[src/design/cachePkg.sv]
`default_nettype none

package cachePkg;

  localparam int WORD_W = 32;
  localparam int BOFF_W = 2;       // byte offset bits

  // data cache geometry
  localparam int DFRAMES   = 16;
  localparam int D_BLK_BIT = 2;
  localparam int D_IDX_LSB = 3;
  localparam int D_IDX_MSB = 6;
  localparam int D_TAG_LSB = 7;
  localparam int D_IDX_W   = D_IDX_MSB - D_IDX_LSB + 1;
  localparam int D_TAG_W   = WORD_W - D_TAG_LSB;
  localparam int FLCT_W    = 5;    // must reach DFRAMES

  // instruction cache geometry
  localparam int IFRAMES   = 16;
  localparam int I_IDX_LSB = 2;
  localparam int I_IDX_MSB = 5;
  localparam int I_TAG_LSB = 6;
  localparam int I_IDX_W   = I_IDX_MSB - I_IDX_LSB + 1;
  localparam int I_TAG_W   = WORD_W - I_TAG_LSB;

  typedef enum logic [3:0] {
    IDLE, WB1, WB2, READ1, READ2,
    FLSTART, FLUSH1, FLUSH2, FLCT, HALT
  } dState;

  typedef enum logic {
    OWN_D, OWN_I
  } busOwner;

endpackage

`default_nettype wire

[src/design/cacheSystem.sv]
`timescale 1ns/1ps
`default_nettype none

module cacheSystem (
  input  logic CLK, nRST,
  // data side
  input  logic dmemREN, dmemWEN, flush,
  input  logic [cachePkg::WORD_W-1:0] dmemAddr, dmemStore,
  output logic dhit, halt,
  output logic [cachePkg::WORD_W-1:0] dmemLoad,
  // instruction side
  input  logic imemREN,
  input  logic [cachePkg::WORD_W-1:0] imemAddr,
  output logic ihit,
  output logic [cachePkg::WORD_W-1:0] imemLoad,
  // memory bus
  input  logic ramWait,
  input  logic [cachePkg::WORD_W-1:0] ramLoad,
  output logic ramREN, ramWEN,
  output logic [cachePkg::WORD_W-1:0] ramAddr, ramStore
);
  import cachePkg::*;

  logic dREN, dWEN, dwait, iREN, iwait;
  logic dirty, blof, fillEn, wbClr, flctup, flushing, flctDone;
  logic [WORD_W-1:0] dAddr, dStore, dLoad, iAddr, iLoad;

  dcacheCtrl u_dctrl (
    .CLK, .nRST, .dirty, .dhit, .dwait, .dmemREN, .dmemWEN, .flush,
    .flctDone, .dREN, .dWEN, .blof, .fillEn, .wbClr, .flctup,
    .flushing, .halt
  );

  dcacheData u_ddata (
    .CLK, .nRST, .dmemREN, .dmemWEN, .flushing, .blof, .fillEn, .wbClr,
    .flctup, .dmemAddr, .dmemStore, .dLoad, .dhit, .dirty, .flctDone,
    .dmemLoad, .dAddr, .dStore
  );

  icache u_icache (
    .CLK, .nRST, .imemREN, .imemAddr, .iLoad, .iwait,
    .ihit, .iREN, .imemLoad, .iAddr
  );

  memArbiter u_arb (
    .CLK, .nRST, .dREN, .dWEN, .iREN, .ramWait, .dAddr, .dStore, .iAddr,
    .ramLoad, .dwait, .iwait, .ramREN, .ramWEN, .dLoad, .iLoad,
    .ramAddr, .ramStore
  );

endmodule

`default_nettype wire

[src/design/dcacheCtrl.sv]
`timescale 1ns/1ps
`default_nettype none

module dcacheCtrl (
  input  logic CLK, nRST,
  input  logic dirty,
  input  logic dhit, dwait,
  input  logic dmemREN, dmemWEN, flush,   // from datapath
  input  logic flctDone,
  output logic dREN, dWEN,                // to arbiter
  output logic blof,
  output logic fillEn,
  output logic wbClr,
  output logic flctup,
  output logic flushing, halt
);
  import cachePkg::*;

  dState state, nxtState;
  logic miss;

  assign miss = (dmemREN | dmemWEN) & ~dhit;

  always_comb begin
    dREN     = 1'b0;
    dWEN     = 1'b0;
    blof     = 1'b0;
    fillEn   = 1'b0;
    wbClr    = 1'b0;
    flctup   = 1'b0;
    flushing = 1'b0;
    halt     = 1'b0;
    case (state)
      WB1: dWEN = 1'b1;
      WB2: begin
        dWEN  = 1'b1;
        blof  = 1'b1;
        wbClr = ~dwait;     // block gone after last word
      end
      READ1: begin
        dREN   = 1'b1;
        fillEn = ~dwait;
      end
      READ2: begin
        dREN   = 1'b1;
        blof   = 1'b1;
        fillEn = ~dwait;
      end
      FLSTART: flushing = 1'b1;
      FLUSH1: begin
        flushing = 1'b1;
        dWEN     = 1'b1;
      end
      FLUSH2: begin
        flushing = 1'b1;
        dWEN     = 1'b1;
        blof     = 1'b1;
        wbClr    = ~dwait;
      end
      FLCT: begin
        flushing = 1'b1;
        flctup   = 1'b1;
      end
      HALT: halt = 1'b1;
      default: ;
    endcase
  end

  always_comb begin
    case (state)
      IDLE: begin
        if (miss)
          nxtState = dirty ? WB1 : READ1;
        else if (flush)
          nxtState = FLSTART;
        else
          nxtState = IDLE;
      end
      WB1:     nxtState = ~dwait ? WB2 : WB1;
      WB2:     nxtState = ~dwait ? READ1 : WB2;
      READ1:   nxtState = ~dwait ? READ2 : READ1;
      READ2:   nxtState = ~dwait ? IDLE : READ2;
      // counter reaching the end wins over the frame state
      FLSTART: nxtState = flctDone ? HALT : (dirty ? FLUSH1 : FLCT);
      FLUSH1:  nxtState = ~dwait ? FLUSH2 : FLUSH1;
      FLUSH2:  nxtState = ~dwait ? FLCT : FLUSH2;
      FLCT:    nxtState = FLSTART;
      HALT:    nxtState = HALT;   // until reset
      default: nxtState = IDLE;
    endcase
  end

  always_ff @(posedge CLK, negedge nRST) begin
    if (!nRST)
      state <= IDLE;
    else
      state <= nxtState;
  end

endmodule

`default_nettype wire

[src/design/dcacheData.sv]
`timescale 1ns/1ps
`default_nettype none

module dcacheData (
  input  logic CLK, nRST,
  input  logic dmemREN, dmemWEN,
  input  logic flushing,
  input  logic blof,
  input  logic fillEn,
  input  logic wbClr,
  input  logic flctup,
  input  logic [cachePkg::WORD_W-1:0] dmemAddr, dmemStore, dLoad,
  output logic dhit, dirty, flctDone,
  output logic [cachePkg::WORD_W-1:0] dmemLoad, dAddr, dStore
);
  import cachePkg::*;

  logic [WORD_W-1:0]  dataArr [DFRAMES][2];
  logic [D_TAG_W-1:0] tagArr [DFRAMES];
  logic [DFRAMES-1:0] validArr, dirtyArr;

  logic [FLCT_W-1:0]  flct;
  logic [D_IDX_W-1:0] idx;
  logic [D_TAG_W-1:0] reqTag;
  logic [WORD_W-1:0]  victimAddr, fillAddr;
  logic               storeHit;
  logic               frameDirty;

  // flush walk owns the index
  assign idx    = flushing ? flct[D_IDX_W-1:0] : dmemAddr[D_IDX_MSB:D_IDX_LSB];
  assign reqTag = dmemAddr[WORD_W-1:D_TAG_LSB];

  assign dhit = (dmemREN | dmemWEN) & ~flushing & validArr[idx]
              & (tagArr[idx] == reqTag);
  assign storeHit = dmemWEN & dhit;

  assign frameDirty = validArr[idx] & dirtyArr[idx];
  assign dirty      = frameDirty;

  assign flctDone = (flct == FLCT_W'(DFRAMES));

  assign dmemLoad = dataArr[idx][dmemAddr[D_BLK_BIT]];

  assign victimAddr = {tagArr[idx], idx, blof, {BOFF_W{1'b0}}};
  assign fillAddr   = {dmemAddr[WORD_W-1:D_BLK_BIT+1], blof, {BOFF_W{1'b0}}};

  // dirty frame means we are still writing it back
  assign dAddr  = (flushing | frameDirty) ? victimAddr : fillAddr;
  assign dStore = dataArr[idx][blof];

  always_ff @(posedge CLK, negedge nRST) begin
    if (!nRST) begin
      validArr <= '0;
      dirtyArr <= '0;
      flct     <= '0;
    end else begin
      if (wbClr) begin
        validArr[idx] <= 1'b0;
        dirtyArr[idx] <= 1'b0;
      end else if (fillEn && blof) begin
        validArr[idx] <= 1'b1;   // block complete
        dirtyArr[idx] <= 1'b0;
      end else if (storeHit) begin
        dirtyArr[idx] <= 1'b1;
      end
      if (flctup)
        flct <= flct + 1'b1;
    end
  end

  always_ff @(posedge CLK) begin
    if (fillEn) begin
      dataArr[idx][blof] <= dLoad;
      // tag only on the last word, else word 1 could hit stale
      if (blof)
        tagArr[idx] <= reqTag;
    end else if (storeHit) begin
      dataArr[idx][dmemAddr[D_BLK_BIT]] <= dmemStore;
    end
  end

endmodule

`default_nettype wire

[src/design/icache.sv]
`timescale 1ns/1ps
`default_nettype none

module icache (
  input  logic CLK, nRST, imemREN,
  input  logic [cachePkg::WORD_W-1:0] imemAddr, iLoad,
  input  logic iwait,
  output logic ihit, iREN,
  output logic [cachePkg::WORD_W-1:0] imemLoad, iAddr
);
  import cachePkg::*;

  logic [WORD_W-1:0]  dataArr [IFRAMES];
  logic [I_TAG_W-1:0] tagArr [IFRAMES];
  logic [IFRAMES-1:0] validArr;

  logic [I_IDX_W-1:0] idx;
  logic [I_TAG_W-1:0] reqTag;
  logic               fill;

  assign idx    = imemAddr[I_IDX_MSB:I_IDX_LSB];
  assign reqTag = imemAddr[WORD_W-1:I_TAG_LSB];

  assign ihit     = imemREN & validArr[idx] & (tagArr[idx] == reqTag);
  assign imemLoad = dataArr[idx];

  // miss holds the bus request until the word comes back
  assign iREN  = imemREN & ~ihit;
  assign iAddr = {imemAddr[WORD_W-1:BOFF_W], {BOFF_W{1'b0}}};
  assign fill  = iREN & ~iwait;

  always_ff @(posedge CLK, negedge nRST) begin
    if (!nRST)
      validArr <= '0;
    else if (fill)
      validArr[idx] <= 1'b1;
  end

  always_ff @(posedge CLK) begin
    if (fill) begin
      dataArr[idx] <= iLoad;
      tagArr[idx]  <= reqTag;
    end
  end

endmodule

`default_nettype wire

[src/design/memArbiter.sv]
`timescale 1ns/1ps
`default_nettype none

module memArbiter (
  input  logic CLK, nRST,
  input  logic dREN, dWEN, iREN,
  input  logic ramWait,
  input  logic [cachePkg::WORD_W-1:0] dAddr, dStore, iAddr, ramLoad,
  output logic dwait, iwait,
  output logic ramREN, ramWEN,
  output logic [cachePkg::WORD_W-1:0] dLoad, iLoad, ramAddr, ramStore
);
  import cachePkg::*;

  busOwner owner, grant;
  logic    busy;
  logic    dReq, grantReq;

  assign dReq = dREN | dWEN;

  always_comb begin
    if (busy)
      grant = owner;               // hold while owner still asks
    else
      grant = dReq ? OWN_D : OWN_I;  // data side first
    grantReq = (grant == OWN_D) ? dReq : iREN;
  end

  always_ff @(posedge CLK, negedge nRST) begin
    if (!nRST) begin
      owner <= OWN_D;
      busy  <= 1'b0;
    end else begin
      owner <= grant;
      busy  <= grantReq;
    end
  end

  assign ramREN   = (grant == OWN_D) ? dREN : iREN;
  assign ramWEN   = (grant == OWN_D) ? dWEN : 1'b0;   // icache is read only
  assign ramAddr  = (grant == OWN_D) ? dAddr : iAddr;
  assign ramStore = dStore;

  // loser keeps waiting
  assign dwait = (grant == OWN_D) ? ramWait : 1'b1;
  assign iwait = (grant == OWN_I) ? ramWait : 1'b1;

  assign dLoad = ramLoad;
  assign iLoad = ramLoad;

endmodule

`default_nettype wire

[config.mk]
export PLATFORM = sky130hd
export DESIGN_NAME = cacheSystem
export DESIGN_NICKNAME = d
export VERILOG_FILES = /design/src/design/cachePkg.sv /design/src/design/cacheSystem.sv /design/src/design/dcacheCtrl.sv /design/src/design/dcacheData.sv /design/src/design/icache.sv /design/src/design/memArbiter.sv
export SDC_FILE = /design/constraint.sdc
export NUM_CORES = 2
export LEC_CHECK = 0
export BUFFER_PORTS_ARGS = -buffer_cell sky130_fd_sc_hd__buf_2
export CAP_MARGIN = 20
export CORE_ASPECT_RATIO = 2
export CORE_MARGIN = 1.5
export CORE_UTILIZATION = 56
export DETAILED_ROUTE_END_ITERATION = 6
export GPL_ROUTABILITY_DRIVEN = 0
export PLACE_DENSITY = 0.77
export SYNTH_ARGS = -nofsm -noshare
export SYNTH_HDL_FRONTEND = slang
export SYNTH_SLANG_ARGS = --single-unit
[constraint.sdc]
create_clock -name CLK -period 6.51 [get_ports CLK]
set_clock_uncertainty 0.1 [all_clocks]
set_input_delay 0.3255 -clock CLK [delete_from_list [all_inputs] [get_ports CLK]]
set_output_delay 0.3255 -clock CLK [all_outputs]
set_load 0.01 [all_outputs]
* Yosys cells after proc, flatten, opt, wreduce, memory -nomap -nowiden
Memories as Yosys holds them, arrays and structs flattened.
Index checks and enable logic that the tools add are counted.
** Word-level totals
- Flip-flop bits (word level) :: 59
- Bits in latches :: 0
- RAM bits :: 2352
- Bits in read-only memories :: 0
- Input port bits :: 135
- Output and inout bits :: 133
- Word-level logic and storage cells :: 264
- Memories :: 4
** Cells by class
- $add $sub $neg :: 1
- Multiply operators :: 0
- Divide/modulo/power cells :: 0
- Magnitude comparators :: 8
- Equality and inequality tests :: 12
- Shift operators :: 0
- Muxes and demuxes :: 129
- Bitwise gates (word level) :: 90
- Reductions and logical operators :: 13
** Memory list
- u_ddata.dataArr :: depth 16, bits a word 64, read ports 1, clocked after memory_dff 0, wr ports 1, RTL line dcacheData.sv:18 : logic [WORD_W-1:0] dataArr [DFRAMES][2];
- u_icache.dataArr :: depth 16, bits a word 32, read ports 1, clocked after memory_dff 0, wr ports 1, RTL line icache.sv:13 : logic [WORD_W-1:0] dataArr [IFRAMES];
- u_icache.tagArr :: depth 16, bits a word 26, read ports 1, clocked after memory_dff 0, wr ports 1, RTL line icache.sv:14 : logic [I_TAG_W-1:0] tagArr [IFRAMES];
- u_ddata.tagArr :: depth 16, bits a word 25, read ports 1, clocked after memory_dff 0, wr ports 1, RTL line dcacheData.sv:19 : logic [D_TAG_W-1:0] tagArr [DFRAMES];
** Operators by type and width (count)
- $mux W32 :: 10
- $mux W64 :: 2
- $mux W1 :: 94
- $mux W16 :: 5
- $or A1 B1 Y1 :: 67
- $demux W32 S1 :: 2
- $or A16 B16 Y16 :: 3
- $pmux W4 S10 :: 1
- $and A16 B16 Y16 :: 2
- $eq A26 B26 Y1 :: 1
- $eq A25 B25 Y1 :: 1
- $mux W4 :: 5
- $eq A4 B3 Y1 const B :: 4
- $not A16 Y16 :: 1
- $bmux W1 S4 :: 3
- $and A1 B1 Y1 :: 10
- $lt A4 B5 Y1 const B :: 2
- $mux W3 :: 3
- $demux W1 S4 :: 2
- $eq A4 B2 Y1 const B :: 2
- $eq A4 B4 Y1 const B :: 2
- $ge A4 B1 Y1 const B :: 2
- $reduce_or A4 Y1 :: 2
- $add A5 B1 Y5 const B :: 1
- 13 further kinds :: 26

* Depth between registers and ports, before layout
- Depth in word-level cells :: 13
- Gate-level depth with buffers :: 20
- Gate-level depth less buffers :: 12

* Hierarchy
A second synthesis with hierarchy kept.
** Second synthesis, totals
- Cell total of the unflattened synthesis :: 6192
- Area total of the unflattened synthesis :: 99007.5 um2
** Modules (own cells, without submodules)
- dcacheData :: times used 1, cells each 4401, area each 60433.0 um2, seq. area each 43686.9 um2
- icache :: times used 1, cells each 1592, area each 36806.6 um2, seq. area each 28267.1 um2
- memArbiter :: times used 1, cells each 147, area each 1365.1 um2, seq. area each 50.0 um2
- dcacheCtrl :: times used 1, cells each 52, area each 402.9 um2, seq. area each 100.1 um2

* Least setup slack after synthesis
Ideal clock, no wire load.
- Kind :: input to register
- Start :: input imemAddr[2] (netlist name)
- End :: register u_icache.validArr[0]
- Setup time :: 0.089 ns
- Arrival :: 7.981 ns
- Data required time :: 6.321 ns
- Setup slack :: -1.660 ns
- Cell stages on the path :: 12
- Buffers on the path :: 4
- Cell sequence :: clkbuf_1 -> buf_1 -> buf_2 -> clkbuf_1 -> mux4_2 -> mux4_2 -> xnor2_1 -> nand3_1 -> nor4b_1 -> or3_1 -> nor3_1 -> or2_2
** On the way
- Cells in the longest elaborated chain, start to end :: 7
- Elaborated cells on any way between the ends :: 15
- Classes of those cells :: 2 x order compare; 1 x eq/ne; 4 x mux; 6 x bitwise; 1 x reduce/logical; 1 x memory
** Ends and longest elaborated chain
- start: declaration :: RTL line cacheSystem.sv:13 : input logic [cachePkg::WORD_W-1:0] imemAddr,
- parallel branches: the longest is 3 deep, another holds $mem_v2 Z16 W26
- $and A1 B1 Y1 * :: RTL line icache.sv:24 : assign ihit = imemREN & validArr[idx] & (tagArr[idx] == reqTag);
- named net ihit :: RTL line cacheSystem.sv:14 : output logic ihit,
- $not A1 Y1 * :: RTL line icache.sv:28 : assign iREN = imemREN & ~ihit;
- $and A1 B1 Y1 * :: RTL line icache.sv:28
- $and A1 B1 Y1 * :: RTL line icache.sv:30 : assign fill = iREN & ~iwait;
- end signal: assignment :: RTL line icache.sv:34 : validArr <= '0;
- end signal: indexed assignment :: RTL line icache.sv:36 : validArr[idx] <= 1'b1;
- end: declaration :: RTL line icache.sv:15 : logic [IFRAMES-1:0] validArr;
Mark *: on every way through the listed nets, which the timed path passes. The select of a mux whose other input is x is not followed.
A chain may end at the register's enable or synchronous reset.

* Final worst setup path
- Start :: register u_dctrl.state[2]
- End :: output ramAddr[11] (netlist name)
** On the way
- Cells in the longest elaborated chain, start to end :: 10
- Elaborated cells on any way between the ends :: 27
- Classes of those cells :: 8 x eq/ne; 12 x mux; 3 x bitwise; 3 x reduce/logical; 1 x memory
** Ends and longest elaborated chain
- start: declaration :: RTL line dcacheCtrl.sv:19 : dState state, nxtState;
- start signal: assignment :: RTL line dcacheCtrl.sv:97 : state <= nxtState;
- $eq A4 B3 Y1 / $eq A4 B4 Y1 (equally long branches) :: RTL line dcacheCtrl.sv:33 : case (state)
- $reduce_or A4 Y1 (no source line)
- $mux W1 :: RTL line dcacheCtrl.sv:33
- $mux W4 :: RTL line dcacheData.sv:30 : assign idx = flushing ? flct[D_IDX_W-1:0] : dmemAddr[D_IDX_MSB:D_IDX_LSB];
- $bmux W1 S4 :: RTL line dcacheData.sv:37 : assign frameDirty = validArr[idx] & dirtyArr[idx];
- $mux W1 (not written as such) :: RTL line dcacheData.sv:37
- $and A1 B1 Y1 :: RTL line dcacheData.sv:37
- $or A1 B1 Y1 :: RTL line dcacheData.sv:48 : assign dAddr = (flushing | frameDirty) ? victimAddr : fillAddr;
- $mux W32 :: RTL line dcacheData.sv:48
- $mux W32 * :: RTL line memArbiter.sv:41 : assign ramAddr = (grant == OWN_D) ? dAddr : iAddr;
- end: declaration :: RTL line cacheSystem.sv:20 : output logic [cachePkg::WORD_W-1:0] ramAddr, ramStore
Every way passes the cells marked *; elsewhere a longest branch is shown, timed or not. The select of a mux whose other input is x is not followed.

==> impl_metrics.yaml <==
status:
  status: "finished clean"
global_route:
  antenna_found_initial: 33
  grt_overflow_total: 0
  grt_max_degree: 120
  grt_pass1_wl_um: 374500
  gr-usage-all-layers_pct: 29.89
  grt_pass1_vias: 53580
die:
  fp.dieW_um: 297.2
  io_pins: 268
  initial_core_util_pct: 56.48
  dieArea_mm2: 0.1757
  rows: 215
  fp.coreArea_mm2: 0.1716
  dieHeight_um: 591.4
synth:
  synth_top_area_share_pct: 72.87
  synth_top_area_cell: "edfxtp_1"
  synth_area_leaders: "edfxtp_1 (73%), mux4_2 (14%), nand2_1 (1.7%)"
  synth_warnings: 0
  postSynthAreaPerCell_um2: 19.85
  seq_area_frac_synth_pct: 74.39
  synthCells: 4882
  ys_async_sr_fraction_pct: 2.447
  synth_edf_count: 2352
  synth.distinct_cells: 76
  yosys_most_used_dff: "edfxtp_1"
  netlist_top_cells_count: "edfxtp_1 (2352), mux4_2 (583), nand2_1 (444)"
  yosys_register_bits: 2411
  synth_area_mm2: 0.09693
  synth.most_common_cell: "edfxtp_1"
placed_design:
  hpwl_um: 156400
  dpl-instance-area_mm2: 0.1030
  io_buffers: 261
  dp_slack_ps: 413.4
power:
  p_leak_nw: 36.10
  clkPwrFrac_pct: 27.7
  comb_power_share_pct: 31.5
  power_frac_seq_pct: 40.8
  peakVddDrop_v: 0.0006468
  power_switching_mw: 14.12
  intPower_mw: 28.92
  p_sw_share_pct: 32.81
  power_density_mw_per_mm2: 388.6
timing:
  setup_tns_ps: 0
  hold_slack_ps: 56.68
  min_period_ps: 6364
  fin_crit_sh_pct: 97.76
  slew_headroom_pct: 27.40
  finalMaxSlewViolations: 0
  fmaxAchievable_ghz: 0.1571
  setup_viol: 0
  layout_setup_ws_ps: 145.7
  hold_viol: 0
  worstMarginPinSlew_ps: 1085
  rsz0062_at_grt: "false"
clock_tree:
  clk_path_buf_depth: 4
  cts_tree: "done"
  cts_buffers: 201
  clkLatencyLatePin_ps: 880
  path_clk_slew_ps: 70
  cts.root.buffer_cell: "clkbuf_16"
  cts_max_level: 4
  cts.sinks: 2411
routing:
  wl_um: 264300
  first_pass_iters: 7
  drt-initial-drc-count: 5964
  ant_nets: 0
  drc: 0
  vias: 53150
  wl_per_cell_um: 33.64
  vias_per_cell: 6.766
cells_and_area:
  final_area_mm2: 0.1108
  drive_above_1_share_pct: 28.98
  area_growth_pct: 14.28
  layout.nets: 5539
critical_path:
  worst_setup_path_end_kind: "output pin"
  worstReg2RegStart: "u_dctrl.state[0]"
  critPathLaunch: "u_dctrl.state[2]"
  start_kind: "flop"
  critical_path_class: "flop to output pin"
  cp_max_fo: 68
  cp.arrival_ps: 5940
  cp.required_ps: 6080
min_path:
  min_from: "dmemStore[5]"
  hold_path_class: "input port to flop"
run:
  cap_violations: 0
==> cell families after synthesis <==
logic type / after synthesis / synth area share, %
DFF: 2411 / 74.39
AOI/OAI and AO/OA: 450 / 3.270
other: 1 / 0.003869
buffers and inverters: 322 / 1.494
muxes: 876 / 16.77
xor gates and xnor gates: 58 / 0.5241
and+or+nand+nor: 762 / 3.521
adders and majority gates: 2 / 0.02581
==> final timing paths <==
| check | to | slack, ps | cells after the start |
|---|---|---|---|
| setup / recovery | ramAddr[11] | 150 | 15 |
| hold / removal | u_ddata.dataArr[8][5] | 60 | 2 |
| setup reg to reg | u_ddata.dataArr[11][19] | 590 | 15 |
| hold reg to reg | u_icache.validArr[15] | 370 | 1 |
| max in group asynchronous | u_dctrl.state[2] | 5550 | 3 |
| min in group asynchronous | u_icache.validArr[5] | 100 | 3 |
==> final cells by class <==
cell class / count / area [µm²]
repair buffers: 616 / 5176
clock inverters: 112 / 1003
multi-input cells: 2151 / 24170
fillers: 11150 / 60860
diodes: 24 / 60.06
inverters: 21 / 78.83
clock buffers: 242 / 5321
flip-flops and latches: 2411 / 72110
well taps: 2278 / 2850
==> flip-flops by register name, summed over array words and instances (netlist names), named ones only <==
register           count
u_ddata.dataArr     1024
u_icache.tagArr      416
u_dctrl.state          4
u_icache.validArr     16
u_arb.owner            1
u_ddata.tagArr       400
u_ddata.flct           5
u_icache.dataArr     512
u_arb.busy             1
==> metal layers <==
layer / global-route usage, % / wire (µm) / share of wire, % / up-vias
met1: 35.50 / 86550 / 33 / 27410
met4: 16.85 / 17030 / 6.4 / 18
met5: 0 / 120 / 0.045 / -
li1: - / - / - / 21170
met2: 51.69 / 135100 / 51 / 3708
met3: 5.342 / 25430 / 9.6 / 841
==> cells in the final DEF (no fill, tap or decap), types with 71 or more instances in the layout <==
master	count
edfxtp_1	2352
mux4_2	583
nand2_1	443
buf_2	257
clkbuf_16	208
buf_4	169
mux2i_1	155
mux2_2	131
dlygate4sd3_1	118
and3_1	81
a31oi_1	71
==> per-stage QoR <==
step,utilization [%],cells,power (mW)
floorplan,-,4883,25.49
global placement,59.97,7347,30.67
detailed placement,60.01,7350,30.83
CTS,64.40,7825,42.68
global route,64.52,7840,44.16
finish,64.54,7855,43.04
==> repair_timing <==
item                                     CTS  global route
hold endpoints to repair                2114             0
endpoints found under the setup margin    10            18
cloned                                     0             2
gates resized for setup                    2            15
buffers inserted                           3             2
hold buffers                             118             0
pin swaps                                  0             2
==> critical path, cell delays in order (launching register included) <==
cell and delay (ps):
dfrtp_2 570, nand2b_1 330, o22ai_2 490, a221o_4 490
buf_12 350, nor2_1 110, buf_4 190, a22oi_1 360
a21oi_1 130, a21oi_1 390, and2_2 420, buf_12 240
buf_4 200, a21oi_1 100, a21oi_1 350, buf_2 200
==> power groups by stage <==
stage / Combinational (mW) / Clock, mW / Sequential, mW
2_1_floorplan: 7.69 / 0 / 17.8
6_report: 13.5 / 11.9 / 17.6
5_1_grt: 14.0 / 12.5 / 17.6
3_5_place_dp: 13.0 / 0 / 17.9
4_1_cts: 13.1 / 12.0 / 17.5
3_3_place_gp: 12.8 / 0 / 17.9
Note: power is estimated with default switching activity, not from simulation.
